File: config.mk
export PLATFORM = sky130hd
export DESIGN_NAME = uart_tx_top
export DESIGN_NICKNAME = d
export VERILOG_FILES = /design/src/hw/uart_tx_pkg.sv /design/src/hw/uart_tx_timer.sv /design/src/hw/uart_tx_frame.sv /design/src/hw/uart_tx_ctrl.sv /design/src/hw/uart_tx_top.sv
export SDC_FILE = /design/constraint.sdc
export NUM_CORES = 1
export LEC_CHECK = 0
export ABC_AREA = 1
export ABC_CLOCK_PERIOD_IN_PS = 1600
export BUFFER_PORTS_ARGS = -buffer_cell sky130_fd_sc_hd__buf_4
export CAP_MARGIN = 5
export CORE_UTILIZATION = 43
export DETAILED_ROUTE_END_ITERATION = 16
export PLACE_DENSITY = 0.68
export SYNTH_ARGS = -nofsm -noshare
export SYNTH_HDL_FRONTEND = slang
export SYNTH_SLANG_ARGS = --single-unit
File: constraint.sdc
create_clock -name clk -period 1.6 [get_ports clk]
set_input_delay 0.24 -clock clk [delete_from_list [all_inputs] [get_ports clk]]
set_output_delay 0.24 -clock clk [all_outputs]
set_load 0.005 [all_outputs]
File: src/hw/uart_tx_pkg.sv
package uart_tx_pkg;

    // ======================================================================
    // Frame constants
    // ======================================================================

    // Data bits per frame, LSB first on the line
    localparam int DATA_BITS = 8;

    // Small default so simulation frames stay short
    localparam int CLKS_PER_BIT_DEFAULT = 8;

    // Counts data bits 0..7
    localparam int BIT_CNT_W = 3;

    // ======================================================================
    // Encodings
    // ======================================================================

    // Controller states
    typedef enum logic [1:0] {
        ST_IDLE  = 2'd0,
        ST_START = 2'd1,
        ST_DATA  = 2'd2,
        ST_STOP  = 2'd3
    } tx_state_e;

    // Frame datapath opcodes
    typedef enum logic [1:0] {
        OP_HOLD  = 2'd0,   // line and shift register unchanged
        OP_LOAD  = 2'd1,   // latch byte, clear count, start bit
        OP_SHIFT = 2'd2,   // next data bit onto the line
        OP_STOP  = 2'd3    // stop bit
    } frame_op_e;

    // Controller to timer and datapath
    typedef struct packed {
        logic      timer_en;
        frame_op_e op;
    } tx_ctrl_t;

    // Timer and datapath back to controller
    typedef struct packed {
        logic bit_tick;
        logic last_bit;
    } tx_status_t;

endpackage

File: src/hw/uart_tx_timer.sv
module uart_tx_timer #(
    parameter int CLKS_PER_BIT = 8
) (
    input  logic clk,
    input  logic rst,
    input  logic en,
    output logic tick
);

    // Wide enough to hold CLKS_PER_BIT - 1, at least one bit
    typedef logic [$clog2(CLKS_PER_BIT + 1) - 1:0] cnt_t;

    cnt_t cnt;
    cnt_t cnt_nxt;

    // Wrap at the end of the bit period
    always_comb begin
        if (cnt == cnt_t'(CLKS_PER_BIT - 1)) begin
            cnt_nxt = '0;
        end else begin
            cnt_nxt = cnt + 1'b1;
        end
    end

    // ======================================================================
    // Bit-period counter
    // ======================================================================
    always_ff @(posedge clk) begin
        if (rst) begin
            cnt  <= '0;
            tick <= 1'b0;
        end else if (en) begin
            cnt <= cnt_nxt;
            // Tick is high in the cycle the count wraps
            tick <= (cnt_nxt == cnt_t'(CLKS_PER_BIT - 1));
        end else begin
            // Disabled timer restarts from zero
            cnt  <= '0;
            tick <= 1'b0;
        end
    end

    // One tick per bit period, never back to back
    if (CLKS_PER_BIT > 1) begin : g_tick_chk
        a_tick_single : assert property (
            @(posedge clk) disable iff (rst)
            tick |=> !tick
        );
    end

endmodule

File: src/hw/uart_tx_frame.sv
module uart_tx_frame
    import uart_tx_pkg::*;
(
    input  logic                 clk,
    input  logic                 rst,
    input  logic [DATA_BITS-1:0] din,
    input  frame_op_e            op,
    output logic                 last_bit,
    output logic                 tx
);

    // Byte being sent, shifted right one bit per SHIFT
    logic [DATA_BITS-1:0] shreg;

    // Index of the data bit now on the line
    logic [BIT_CNT_W-1:0] bit_cnt;

    // Set while a data bit, not start or stop, is on the line
    logic data_on;

    // ======================================================================
    // Data shift register
    // ======================================================================
    always_ff @(posedge clk) begin
        case (op)
            OP_LOAD: begin
                shreg <= din;
            end
            OP_SHIFT: begin
                // LSB goes out first
                shreg <= shreg >> 1;
            end
            default: begin
                shreg <= shreg;
            end
        endcase
    end

    // ======================================================================
    // Bit counter and serial output
    // ======================================================================
    always_ff @(posedge clk) begin
        if (rst) begin
            // Line idles high
            tx      <= 1'b1;
            bit_cnt <= '0;
            data_on <= 1'b0;
        end else begin
            case (op)
                OP_LOAD: begin
                    // Start bit
                    tx      <= 1'b0;
                    bit_cnt <= '0;
                    data_on <= 1'b0;
                end
                OP_SHIFT: begin
                    tx      <= shreg[0];
                    data_on <= 1'b1;
                    // First SHIFT puts bit 0 out, no advance yet
                    if (data_on) begin
                        bit_cnt <= bit_cnt + 1'b1;
                    end
                end
                OP_STOP: begin
                    // Stop bit, also the idle level
                    tx      <= 1'b1;
                    data_on <= 1'b0;
                end
                default: begin
                    tx <= tx;
                end
            endcase
        end
    end

    // Eighth data bit on the line
    assign last_bit = data_on && (bit_cnt == BIT_CNT_W'(DATA_BITS - 1));

    // Controller must end the data phase with STOP, not another SHIFT
    a_no_shift_past_last : assert property (
        @(posedge clk) disable iff (rst)
        last_bit |-> (op != OP_SHIFT)
    );

endmodule

File: src/hw/uart_tx_ctrl.sv
module uart_tx_ctrl
    import uart_tx_pkg::*;
(
    input  logic       clk,
    input  logic       rst,
    input  logic       write_din,
    input  tx_status_t status,
    output tx_ctrl_t   ctrl,
    output logic       tx_ready
);

    tx_state_e state;
    tx_state_e state_nxt;
    tx_ctrl_t  ctrl_nxt;

    // Write taken only while idle and dropped otherwise
    logic accept;

    assign accept = write_din && (state == ST_IDLE);

    // ======================================================================
    // Next-state and opcode decode
    // ======================================================================
    always_comb begin
        state_nxt = state;
        // Opcodes are single-cycle pulses
        ctrl_nxt.op       = OP_HOLD;
        ctrl_nxt.timer_en = ctrl.timer_en;

        case (state)
            ST_IDLE: begin
                if (accept) begin
                    // Latch byte, start bit, start timing
                    state_nxt         = ST_START;
                    ctrl_nxt.op       = OP_LOAD;
                    ctrl_nxt.timer_en = 1'b1;
                end
            end

            ST_START: begin
                // End of start bit, first data bit out
                if (status.bit_tick) begin
                    state_nxt   = ST_DATA;
                    ctrl_nxt.op = OP_SHIFT;
                end
            end

            ST_DATA: begin
                if (status.bit_tick) begin
                    if (status.last_bit) begin
                        // Bit 7 done
                        state_nxt   = ST_STOP;
                        ctrl_nxt.op = OP_STOP;
                    end else begin
                        ctrl_nxt.op = OP_SHIFT;
                    end
                end
            end

            ST_STOP: begin
                // Stop bit period over and the line stays high
                if (status.bit_tick) begin
                    state_nxt         = ST_IDLE;
                    ctrl_nxt.timer_en = 1'b0;
                end
            end

            default: begin
                state_nxt         = ST_IDLE;
                ctrl_nxt.timer_en = 1'b0;
            end
        endcase
    end

    // ======================================================================
    // State and control registers
    // ======================================================================
    always_ff @(posedge clk) begin
        if (rst) begin
            state         <= ST_IDLE;
            ctrl.timer_en <= 1'b0;
            ctrl.op       <= OP_HOLD;
        end else begin
            state <= state_nxt;
            ctrl  <= ctrl_nxt;
        end
    end

    // Ready whenever idle
    // falls the cycle after an accepted write
    assign tx_ready = (state == ST_IDLE);

    // LOAD only follows an idle cycle with the timer already stopped
    a_load_from_idle : assert property (
        @(posedge clk) disable iff (rst)
        (ctrl.op == OP_LOAD) |-> $past(state == ST_IDLE && !ctrl.timer_en)
    );

endmodule

File: src/hw/uart_tx_top.sv
module uart_tx_top
    import uart_tx_pkg::*;
#(
    parameter int CLKS_PER_BIT = CLKS_PER_BIT_DEFAULT
) (
    input  logic                 clk,
    input  logic                 rst,
    input  logic [DATA_BITS-1:0] din,
    input  logic                 write_din,
    output logic                 tx,
    output logic                 tx_ready
);

    tx_ctrl_t   ctrl;
    tx_status_t status;

    logic bit_tick;
    logic last_bit;

    // Timer and datapath flags into one status word
    assign status.bit_tick = bit_tick;
    assign status.last_bit = last_bit;

    // ======================================================================
    // Controller
    // ======================================================================
    uart_tx_ctrl u_ctrl (
        .clk       (clk),
        .rst       (rst),
        .write_din (write_din),
        .status    (status),
        .ctrl      (ctrl),
        .tx_ready  (tx_ready)
    );

    // ======================================================================
    // Baud timer
    // ======================================================================
    uart_tx_timer #(
        .CLKS_PER_BIT (CLKS_PER_BIT)
    ) u_timer (
        .clk  (clk),
        .rst  (rst),
        .en   (ctrl.timer_en),
        .tick (bit_tick)
    );

    // ======================================================================
    // Frame datapath
    // ======================================================================
    uart_tx_frame u_frame (
        .clk      (clk),
        .rst      (rst),
        .din      (din),
        .op       (ctrl.op),
        .last_bit (last_bit),
        .tx       (tx)
    );

endmodule

==> out/results.tsv, run 1 <==
stage	metric	value	unit
clock_network	cts_root_buffer	clkbuf_4	
power	p_leak	0.601	nW
die	start_util	46.5	%
place	io_buffers	12	
timing	skew	2.16	ps
finish	insertedDiodeCount	0	
clock_network	cts_tree	built	
worst_setup_path	end_kind	output port	
die	ios	13	
grt	globalRouteTotalUtil	15.8	%
logic_synthesis	netlist_top_cells_count	nand2_1 (37), dfxtp_1 (15), nor2_1 (14)	
logic_synthesis	ys_types	24	
timing	drv_slew	0	
timing	finalWorstSetupSlack	115	ps
timing	worst_pin_slew	381	ps
timing	rsz0062_at_grt	false	
logic_synthesis	synth_seq_area_share	45.7	%
die	die_area	2970	um2
logic_synthesis	synth-edff-count	8	
timing	min_period	1490	ps
clock_network	ctsHoldBuffers	0	
grt	antenna_found_initial	0	
run_status	outcome	completed	
logic_synthesis	syn_avg_cell_area	8.97	um2
timing	setup_tns	0	ps
logic_synthesis	synth_nets	156	
logic_synthesis	yosysTopAreaCellShare	25.4	%
timing	max_clock_freq	673	MHz
logic_synthesis	synth_area	1180	um2
grt	grt_max_degree	14	
detailed_routing	dr.first_iter.drc_count	16	
finish	fill_cells	261	
finish	area_growth	11.2	%
grt	grt_pass1_vias	795	
detailed_routing	vias	865	
worst_setup_path	arrival	1250	ps
worst_setup_path	cp_max_fo	5	
clock_network	clockBufferDepth	2	
logic_synthesis	synth-seq-cells	23	
place	gp_congestion	0.718	
logic_synthesis	synth_top_cell_by_area	dfxtp_1	
worst_setup_path	critical_path_required	1360	ps
power	vdd_ir_drop_max	0.000895	V
logic_synthesis	synth_most_common_cell	nand2_1	
worst_setup_path	worst-setup-path-type	register to output port	
die	core_area	2540	um2
logic_synthesis	async_flop_share	0	%
clock_network	cts.clk_slew.worst_paths	130	ps
detailed_routing	firstDrtPassIters	4	
detailed_routing	wl	1890	um
clock_network	cts_max_level	1	
logic_synthesis	synth_cells	132	
clock_network	cts_setup_buffers	0	
power	total_power	1.44	mW
die	num_rows	18	
place	place_area	1290	um2
clock_network	clock_sinks	23	
finish	drive_gt1_share	21.2	%
timing	hold-worst-slack	172	ps
logic_synthesis	synthFlopType	dfxtp_1	
detailed_routing	antenna_left	0	
die	die_w	54.5	um
clock_network	ctsResizeCount	0	
place	place_ws	224	ps
power	power_density	1100	nW/um2
logic_synthesis	yosys-top-cells-area	dfxtp_1 (25%), edfxtp_1 (20%), ha_1 (14%)	
die	dieHeight	54.5	um
detailed_routing	drc	0	
worst_hold_path	hold_class	input port to register	
clock_network	insertion_delay	310	ps
logic_synthesis	ys.warnings.count	0	
finish	nNetsFinal	171	
detailed_routing	avgRoutedWirePerCell	10.7	um
place	dp_hpwl	1460	um
clock_network	cts_made_buffers	3	
grt	overflow	0	
detailed_routing	vias_per_cell	4.91	
finish	design_area	1320	um2
flow_run	max-cap-violations	0	
worst_setup_path	startpoint_type	register	
timing	relSlewSlack	74.6	%
grt	grt_pass1_wl	3260	um
timing	hold_viol_final	0	
timing	setup_viol	0	
timing	timing.final.crit_share	92.8	%
[power by group]
group	switching, mW	internal [mW]	total, mW
Clock	0.177	0.0935	0.271
Sequential	0.0575	0.687	0.745
Combinational	0.243	0.186	0.429
[state kept, by name, indices dropped and copies added (netlist names)]
name and flops:
u_frame.bit_cnt 3, u_frame.tx 1, u_timer.cnt 4, u_ctrl.ctrl 3, u_frame.data_on 1, u_timer.tick 1, u_frame.shreg 8, u_ctrl.state 2
[layer usage]
| layer | track usage (%) | vias up | routed length [um] |
|---|---|---|---|
| met5 | 0 | - | 0 |
| met1 | 19.1 | 394 | 875 |
| met4 | 8.55 | 0 | 31 |
| li1 | - | 453 | - |
| met3 | 4.44 | 4 | 75 |
| met2 | 25.2 | 14 | 907 |
[area by class of cell]
class / instances / area, um2 / share of cell area [%]
clock buffer: 3 / 22.5 / 1.71
clock inverter: 1 / 5.00 / 0.380
inverter: 15 / 68.8 / 5.23
multi-input combinational: 92 / 552 / 41.9
sequential: 23 / 541 / 41.1
tap: 30 / 37.5 / 2.85
timing repair buffer: 12 / 90.1 / 6.84
[placed cells by master, fill, tap and decap left out, drive strengths merged]
master,instances
nand2,40
nor2,16
dfxtp,15
inv,14
ha,13
buf,12
edfxtp,8
a21oi,8
o21ai,5
nand4,3
clkbuf,3
nand3,2
nor3,2
clkinv,2
a211oi,1
nor3b,1
o32ai,1
[cell families (layout without fill, tap and decap cells)]
kind of cell	after synthesis	in the layout	synth area share, %
compound gates	15	15	8.77
fa+ha+maj	13	13	13.7
buf+inv	17	31	7.72
flops	23	23	45.7
simple gates	64	64	24.1
[per-stage QoR]
step           utilization (%)  instances
2_1_floorplan                -        132
3_3_place_gp              50.6        172
3_5_place_dp              50.6        172
4_1_cts                   51.7        176
5_1_grt                   51.7        176
6_report                  51.7        176
[final timing paths]
path,from,to,slack (ps),cells after the start
worst max register to register,u_ctrl.ctrl[0]$_SDFF_PP0_,u_frame.bit_cnt[0]$_SDFFE_PP0P_,170,6
worst max-delay path,u_ctrl.state[0]$_SDFFE_PP0P_,tx_ready,110,3
worst min-delay path,rst,u_frame.bit_cnt[2]$_SDFFE_PP0P_,170,2
worst min register to register,u_frame.bit_cnt[2]$_SDFFE_PP0P_,u_frame.bit_cnt[2]$_SDFFE_PP0P_,490,2
[worst max-delay path, stage by stage, from the launching register on]
cell,delay [ps]
dfxtp_1,440
inv_1,90
ha_1,260
buf_4,150
No activity file was read; power rests on OpenSTA's default activity.
==> run 2, diff against run 1 <==
Settings changed: BUFFER_PORTS_ARGS -buffer_cell sky130_fd_sc_hd__buf_4 to unset, DONT_BUFFER_PORTS set to 1, PLACE_DENSITY 0.68 to 0.64.
==> out/results.tsv, run 2 (synthesis gave the netlist of run 1 again) <==
stage	metric	value	unit	change
run_status	outcome	completed		
grt	globalRouteTotalUtil	14.8	%	-1.0 points
grt	antenna_found_initial	0		unchanged
grt	grt_pass1_vias	703		-12%
place	io_buffers	0		-12
timing	rsz0062_at_grt	false		
detailed_routing	vias_per_cell	4.97		+1.1%
clock_network	ctsResizeCount	0		unchanged
clock_network	clockBufferDepth	2		unchanged
detailed_routing	firstDrtPassIters	4		unchanged
timing	worst_pin_slew	338	ps	-43.4 ps
worst_setup_path	startpoint_type	register		
detailed_routing	vias	825		-4.6%
timing	min_period	1370	ps	-115 ps
place	place_area	1210	um2	-6.4%
grt	grt_max_degree	14		unchanged
finish	regMostFlops	u_frame.shreg		
worst_setup_path	end_kind	register		
finish	largest_reg_flops	8		unchanged
timing	setup_viol	0		unchanged
grt	overflow	0		unchanged
timing	drv_slew	0		unchanged
worst_setup_path	critical_path_required	1860	ps	+500 ps
worst_setup_path	cp_max_fo	5		unchanged
worst_setup_path	cpMaxStageDelayCell	dfxtp_1		
worst_setup_path	arrival	1630	ps	+380 ps
clock_network	insertion_delay	310	ps	about the same
finish	reg_top3	u_frame.shreg x8, u_timer.cnt x4		
finish	nNetsFinal	161		-5.8%
timing	hold_viol_final	0		unchanged
finish	final_common_cell	nand2_1		
die	dieHeight	54.5	um	unchanged
worst_setup_path	max_stage_delay	450	ps	about the same
die	die_w	54.5	um	unchanged
power	power_density	1130	nW/um2	+3.0%
detailed_routing	antenna_left	0		unchanged
die	ios	13		unchanged
finish	final_cell_mix	nand2_1 (37), dfxtp_1 (15), nor2_1 (14)		
place	gp_congestion	0.724		+0.82%
finish	drive_gt1_share	14.7	%	-6.5 points
detailed_routing	drc	0		unchanged
timing	skew	7.68	ps	+5.53 ps
clock_network	cts_tree	built		
clock_network	cts_made_buffers	3		unchanged
die	num_rows	18		unchanged
place	dp_hpwl	1510	um	+4.0%
die	start_util	46.5	%	unchanged
detailed_routing	wl	1920	um	+1.5%
timing	timing.final.crit_share	85.6	%	-7.2 points
clock_network	clock_sinks	23		unchanged
die	core_area	2540	um2	unchanged
clock_network	cts.clk_slew.worst_paths	130	ps	about the same
power	total_power	1.40	mW	-2.7%
power	vdd_ir_drop_max	0.000792	V	-12%
finish	insertedDiodeCount	0		unchanged
flow_run	max-cap-violations	0		unchanged
worst_setup_path	crit_top_cell	nor2_1		
timing	relSlewSlack	77.5	%	+2.9 points
detailed_routing	dr.first_iter.drc_count	25		+9
worst_setup_path	worst-setup-path-type	register to register		
clock_network	cts_max_level	1		unchanged
timing	max_clock_freq	730	MHz	+8.4%
clock_network	cts_root_buffer	clkbuf_4		
worst_hold_path	hold_class	input port to register		
finish	design_area	1240	um2	-5.5%
grt	grt_pass1_wl	3080	um	-5.7%
detailed_routing	avgRoutedWirePerCell	11.6	um	+7.6%
worst_setup_path	path_cells	inv_1, ha_1, o21ai_2, inv_2, nor2_2, nor2_1, nor2_1		
die	die_area	2970	um2	unchanged
finish	area_growth	5.07	%	
power	p_leak	0.554	nW	-7.9%
timing	setup_tns	0	ps	unchanged
run 2: cell count changes in the layout (fill, tap and decap cells not counted), sizes merged:
cell         change
buf             -11
dlygate4sd3      +1
run 2: cell type report:
| class | count | area [um2] |
|---|---|---|
| well taps | 30 | 37.5 |
| multi-input cells | 92 | 552 |
| fillers | 233 | 1300 |
| clock buffers | 3 | 22.5 |
| inverters | 15 | 68.8 |
| repair buffers | 2 | 17.5 |
| flip-flops and latches | 23 | 541 |
| clock inverters | 1 | 5.00 |
run 2: worst paths after layout:
check,slack [ps],end,startpoint,depth (start not counted)
worst max-delay path,230,u_ctrl.state[0]$_SDFFE_PP0P_,u_ctrl.state[0]$_SDFFE_PP0P_,7
worst max register to register,230,u_ctrl.state[0]$_SDFFE_PP0P_,u_ctrl.state[0]$_SDFFE_PP0P_,7
worst min register to register,480,u_frame.bit_cnt[0]$_SDFFE_PP0P_,u_frame.bit_cnt[0]$_SDFFE_PP0P_,1
worst min-delay path,30,u_ctrl.ctrl[2]$_SDFFE_PP0P_,rst,1
run 2: routing by layer:
| metal | GRT usage (%) | part of all wire, % | vias up |
|---|---|---|---|
| met5 | 0 | 0 | - |
| met4 | 3.85 | 0.78 | 0 |
| met1 | 19.0 | 47 | 366 |
| met3 | 5.28 | 4.2 | 2 |
| li1 | - | - | 439 |
| met2 | 23.4 | 48 | 18 |
run 2: per-stage QoR:
stage | hold slack (ps) | util (%) | std cells | setup WS [ps]
floorplan | 415 | - | 132 | 397
global placement | 304 | 47.4 | 161 | 281
detailed placement | 305 | 47.4 | 161 | 268
CTS | 20.6 | 48.9 | 166 | 231
global route | 3.12 | 48.9 | 166 | 104
finish | 26.4 | 48.9 | 166 | 230
run 2: timing repair:
action	in CTS	in global routing
endpoints found under the hold margin	5	0
hold buffers	1	0
setup buffers	0	0
run 2: critical path, delay by kind of cell (launching register included):
| kind | cells | cell delay (ps) |
|---|---|---|
| buffers and inverters | 2 | 140 |
| and+or+nand+nor | 3 | 250 |
| DFF | 1 | 450 |
| AOI/OAI and AO/OA | 1 | 210 |
| adders and majority gates | 1 | 270 |
run 2: power breakdown:
group / internal (mW) / leakage, nW / switching (mW)
combinational: 0.155 / 0.340 / 0.236
clock: 0.0933 / 0.0177 / 0.174
sequential: 0.687 / 0.196 / 0.0602
==> run 3, diff against run 2 <==
--- a/config.mk
+++ b/config.mk
@@ -7,4 +7,3 @@
 export LEC_CHECK = 0
-export ABC_AREA = 1
-export ABC_CLOCK_PERIOD_IN_PS = 1600
+export ABC_CLOCK_PERIOD_IN_PS = 1400
 export CAP_MARGIN = 5
==> constraint.sdc (replaced) <==
create_clock -name clk -period 1.4 [get_ports clk]
set_input_delay 0.14 -clock clk [delete_from_list [all_inputs] [get_ports clk]]
set_output_delay 0.14 -clock clk [all_outputs]
set_load 0.005 [all_outputs]
==> out/results.tsv, run 3 <==
stage	metric	value	unit	change
timing	timing.final.crit_share	112	%	+27 points
flow_run	max-cap-violations	0		unchanged
grt	globalRouteTotalUtil	15.8	%	+0.97 points
die	ios	13		unchanged
logic_synthesis	synthFlopType	dfxtp_1		
worst_setup_path	critical_path_required	1630	ps	-230 ps
run_status	violations	hold timing, setup timing		
timing	worst_pin_slew	288	ps	-49.7 ps
timing	max_clock_freq	636	MHz	-13%
finish	fill_cells	215		-7.7%
clock_network	insertion_delay	300	ps	about the same
timing	hold-worst-slack	-129	ps	-155 ps
worst_setup_path	arrival	1800	ps	+170 ps
worst_setup_path	startpoint_type	register		
finish	reg_top3	u_frame.shreg x8, u_timer.cnt x4		
logic_synthesis	ys_types	26		+8.3%
logic_synthesis	synth-seq-cells	23		unchanged
logic_synthesis	yosys-top-cells-area	dfxtp_1 (27%), edfxtp_1 (22%), ha_1 (15%)		
logic_synthesis	synth_cells	100		-24%
grt	grt_pass1_wl	3060	um	-0.45%
run_status	outcome	finished, violations left		
place	dp_hpwl	1330	um	-12%
worst_setup_path	end_kind	register		
detailed_routing	vias_per_cell	5.34		+7.4%
die	dieHeight	52.7	um	-3.3%
detailed_routing	avgRoutedWirePerCell	13.1	um	+13%
worst_setup_path	r2r_cells	5		-2
place	io_buffers	0		unchanged
timing	min_period	1570	ps	+203 ps
logic_synthesis	synth_seq_area_share	49.0	%	+3.3 points
die	start_util	47.6	%	+1.1 points
detailed_routing	firstDrtPassIters	4		unchanged
worst_setup_path	worst-setup-path-type	register to register		
timing	finalWorstSetupSlack	-173	ps	-403 ps
detailed_routing	drc	0		unchanged
finish	design_area	1310	um2	+4.9%
clock_network	clockBufferDepth	2		unchanged
worst_setup_path	cpMaxStageDelayCell	dfxtp_4		
die	die_area	2770	um2	-6.5%
worst_setup_path	ff2ff_setup_slack	-170	ps	-400 ps
worst_setup_path	rr_endpoint	u_ctrl.state[0]$_SDFFE_PP0P_		
die	die_w	52.7	um	-3.3%
timing	hold_viol_final	10		+10
finish	nNetsFinal	137		-15%
power	p_leak	0.483	nW	-13%
clock_network	cts.clk_slew.worst_paths	110	ps	-20 ps
worst_setup_path	cp_max_fo	5		unchanged
logic_synthesis	synth_top_cell_by_area	dfxtp_1		
power	power_density	1420	nW/um2	+25%
logic_synthesis	yosysTopAreaCellShare	27.2	%	+1.8 points
place	gp_congestion	0.809		+12%
die	core_area	2320	um2	-8.9%
logic_synthesis	synth_most_common_cell	dfxtp_1		
power	vdd_ir_drop_max	0.000973	V	+23%
worst_setup_path	critPathBufInv	1		-1
logic_synthesis	async_flop_share	0	%	unchanged
die	num_rows	17		-1
grt	grtUsageMet3	6.38	%	+1.1 points
timing	relSlewSlack	80.7	%	+3.2 points
logic_synthesis	synth-edff-count	8		unchanged
grt	overflow	0		unchanged
logic_synthesis	ys.warnings.count	0		unchanged
logic_synthesis	netlist_top_cells_count	dfxtp_1 (15), ha_1 (13), edfxtp_1 (8), nand2_1 (8), nor2_1 (8)		
logic_synthesis	syn_avg_cell_area	11.0	um2	+23%
place	place_area	1230	um2	+1.7%
timing	skew	2.82	ps	-4.86 ps
finish	regMostFlops	u_frame.shreg		
worst_setup_path	max_stage_delay	400	ps	-50 ps
clock_network	cts_root_buffer	clkbuf_4		
detailed_routing	dr.first_iter.drc_count	5		-80%
grt	top_usage_layer	met2		
worst_setup_path	path_cells	inv_4, ha_4, or3_4, a221o_1, a211oi_2		
worst_setup_path	worstSetupPathDepth	5		-2
finish	final_common_cell	dfxtp_1		
finish	largest_reg_flops	8		unchanged
logic_synthesis	synth_area	1100	um2	-6.8%
detailed_routing	vias	747		-9.5%
worst_setup_path	r2r-start	u_ctrl.state[1]$_SDFFE_PP0P_		
finish	final_cell_mix	dfxtp_1 (13), buf_4 (9), nand2_1 (8), nor2_1 (8), edfxtp_1 (8)		
clock_network	cts_made_buffers	3		unchanged
worst_setup_path	critPathTopFamily	compound AO/OA/AOI/OAI gates		
clock_network	cts_max_level	1		unchanged
detailed_routing	wl	1830	um	-4.4%
timing	drv_slew	0		unchanged
detailed_routing	antenna_left	0		unchanged
grt	antenna_found_initial	0		unchanged
finish	drive_gt1_share	31.3	%	+17 points
grt	grt_pass1_vias	706		+0.43%
worst_hold_path	hold_class	input port to register		
finish	area_growth	18.3	%	
grt	use_met1	18.0	%	-0.99 points
grt	use_met2	26.4	%	+3.0 points
timing	setup_viol	2		+2
finish	insertedDiodeCount	0		unchanged
clock_network	clock_sinks	23		unchanged
timing	rsz0062_at_grt	true		
clock_network	cts_tree	built		
logic_synthesis	synth_nets	124		-21%
worst_setup_path	crit_path_start	u_ctrl.state[1]$_SDFFE_PP0P_		
finish	fin_util	56.3	%	+7.4 points
worst_setup_path	crit_path_end	u_ctrl.state[0]$_SDFFE_PP0P_		
grt	grt_max_degree	13		-1
## run 3: cell types whose count changed after synthesis, moves of 4 or more
cell	before	now
nor2_1	14	8
nand2_1	37	8
inv_1	10	6
inv_2	4	0
mux2_2	0	7
## run 3: layout make-up
| type | count | area, um2 | area share (%) |
|---|---|---|---|
| clock buffers | 4 | 26.3 | 2.01 |
| inverters | 6 | 25.0 | 1.92 |
| multi-input cells | 69 | 592 | 45.4 |
| flip-flops and latches | 23 | 548 | 42.0 |
| well taps | 28 | 35.0 | 2.68 |
| repair buffers | 10 | 78.8 | 6.04 |
## run 3: kinds of logic after synthesis
family	synth area share [%]
and+or+nand+nor	15.3
DFF	49.0
AOI/OAI and AO/OA	8.50
adders and majority gates	14.7
muxes	8.96
buffers and inverters	2.72
xor gates and xnor gates	0.794
## run 3: layer usage
metal,share of wire [%],vias up
met5,0,-
met1,44,348
li1,-,381
met3,4.2,2
met2,51,16
met4,0.87,0
## run 3: stage by stage
stage	worst slack [ps]	total power, mW	setup TNS [ps]	cells	hold WS, ps
global placement	-169	1.41	-774	136	205
floorplan	-130	1.24	-228	100	289
detailed placement	-214	1.44	-1050	136	207
finish	-173	1.85	-323	140	-129
global route	-225	1.99	-426	140	-168
CTS	-187	1.82	-385	141	-134
## run 3: how the worst min path moves through the flow
stage	startpoint	to	slack (ps)	depth (start not counted)
final	rst	u_ctrl.state[0]$_SDFFE_PP0P_	-130	1
after global routing	rst	u_ctrl.state[0]$_SDFFE_PP0P_	-170	1
after CTS	rst	u_ctrl.state[0]$_SDFFE_PP0P_	-130	1
after detailed placement	rst	u_ctrl.state[0]$_SDFFE_PP0P_	210	1
after global placement	rst	u_ctrl.state[0]$_SDFFE_PP0P_	210	1
after floorplan	write_din	u_ctrl.ctrl[0]$_SDFF_PP0_	290	2
## run 3: worst register-to-register path: stages (launching register included)
cell and delay, ps:
dfxtp_4 400, inv_4 50, ha_4 150, or3_4 380, a221o_1 350, a211oi_2 180
## run 3: where the power goes
| part | switching (mW) | leakage (nW) | internal, mW |
|---|---|---|---|
| Sequential | 0.0791 | 0.198 | 0.811 |
| Clock | 0.182 | 0.0150 | 0.111 |
| Combinational | 0.304 | 0.270 | 0.359 |
## run 3: repair_timing
| item | in CTS | in global routing |
|---|---|---|
| setup endpoints to repair | 12 | 20 |
| setup buffers | 1 | 0 |
| gates resized for setup | 6 | 6 |
| endpoints found under the hold margin | 10 | 10 |
| pin swaps | 1 | 1 |
| gates cloned | 0 | 0 |
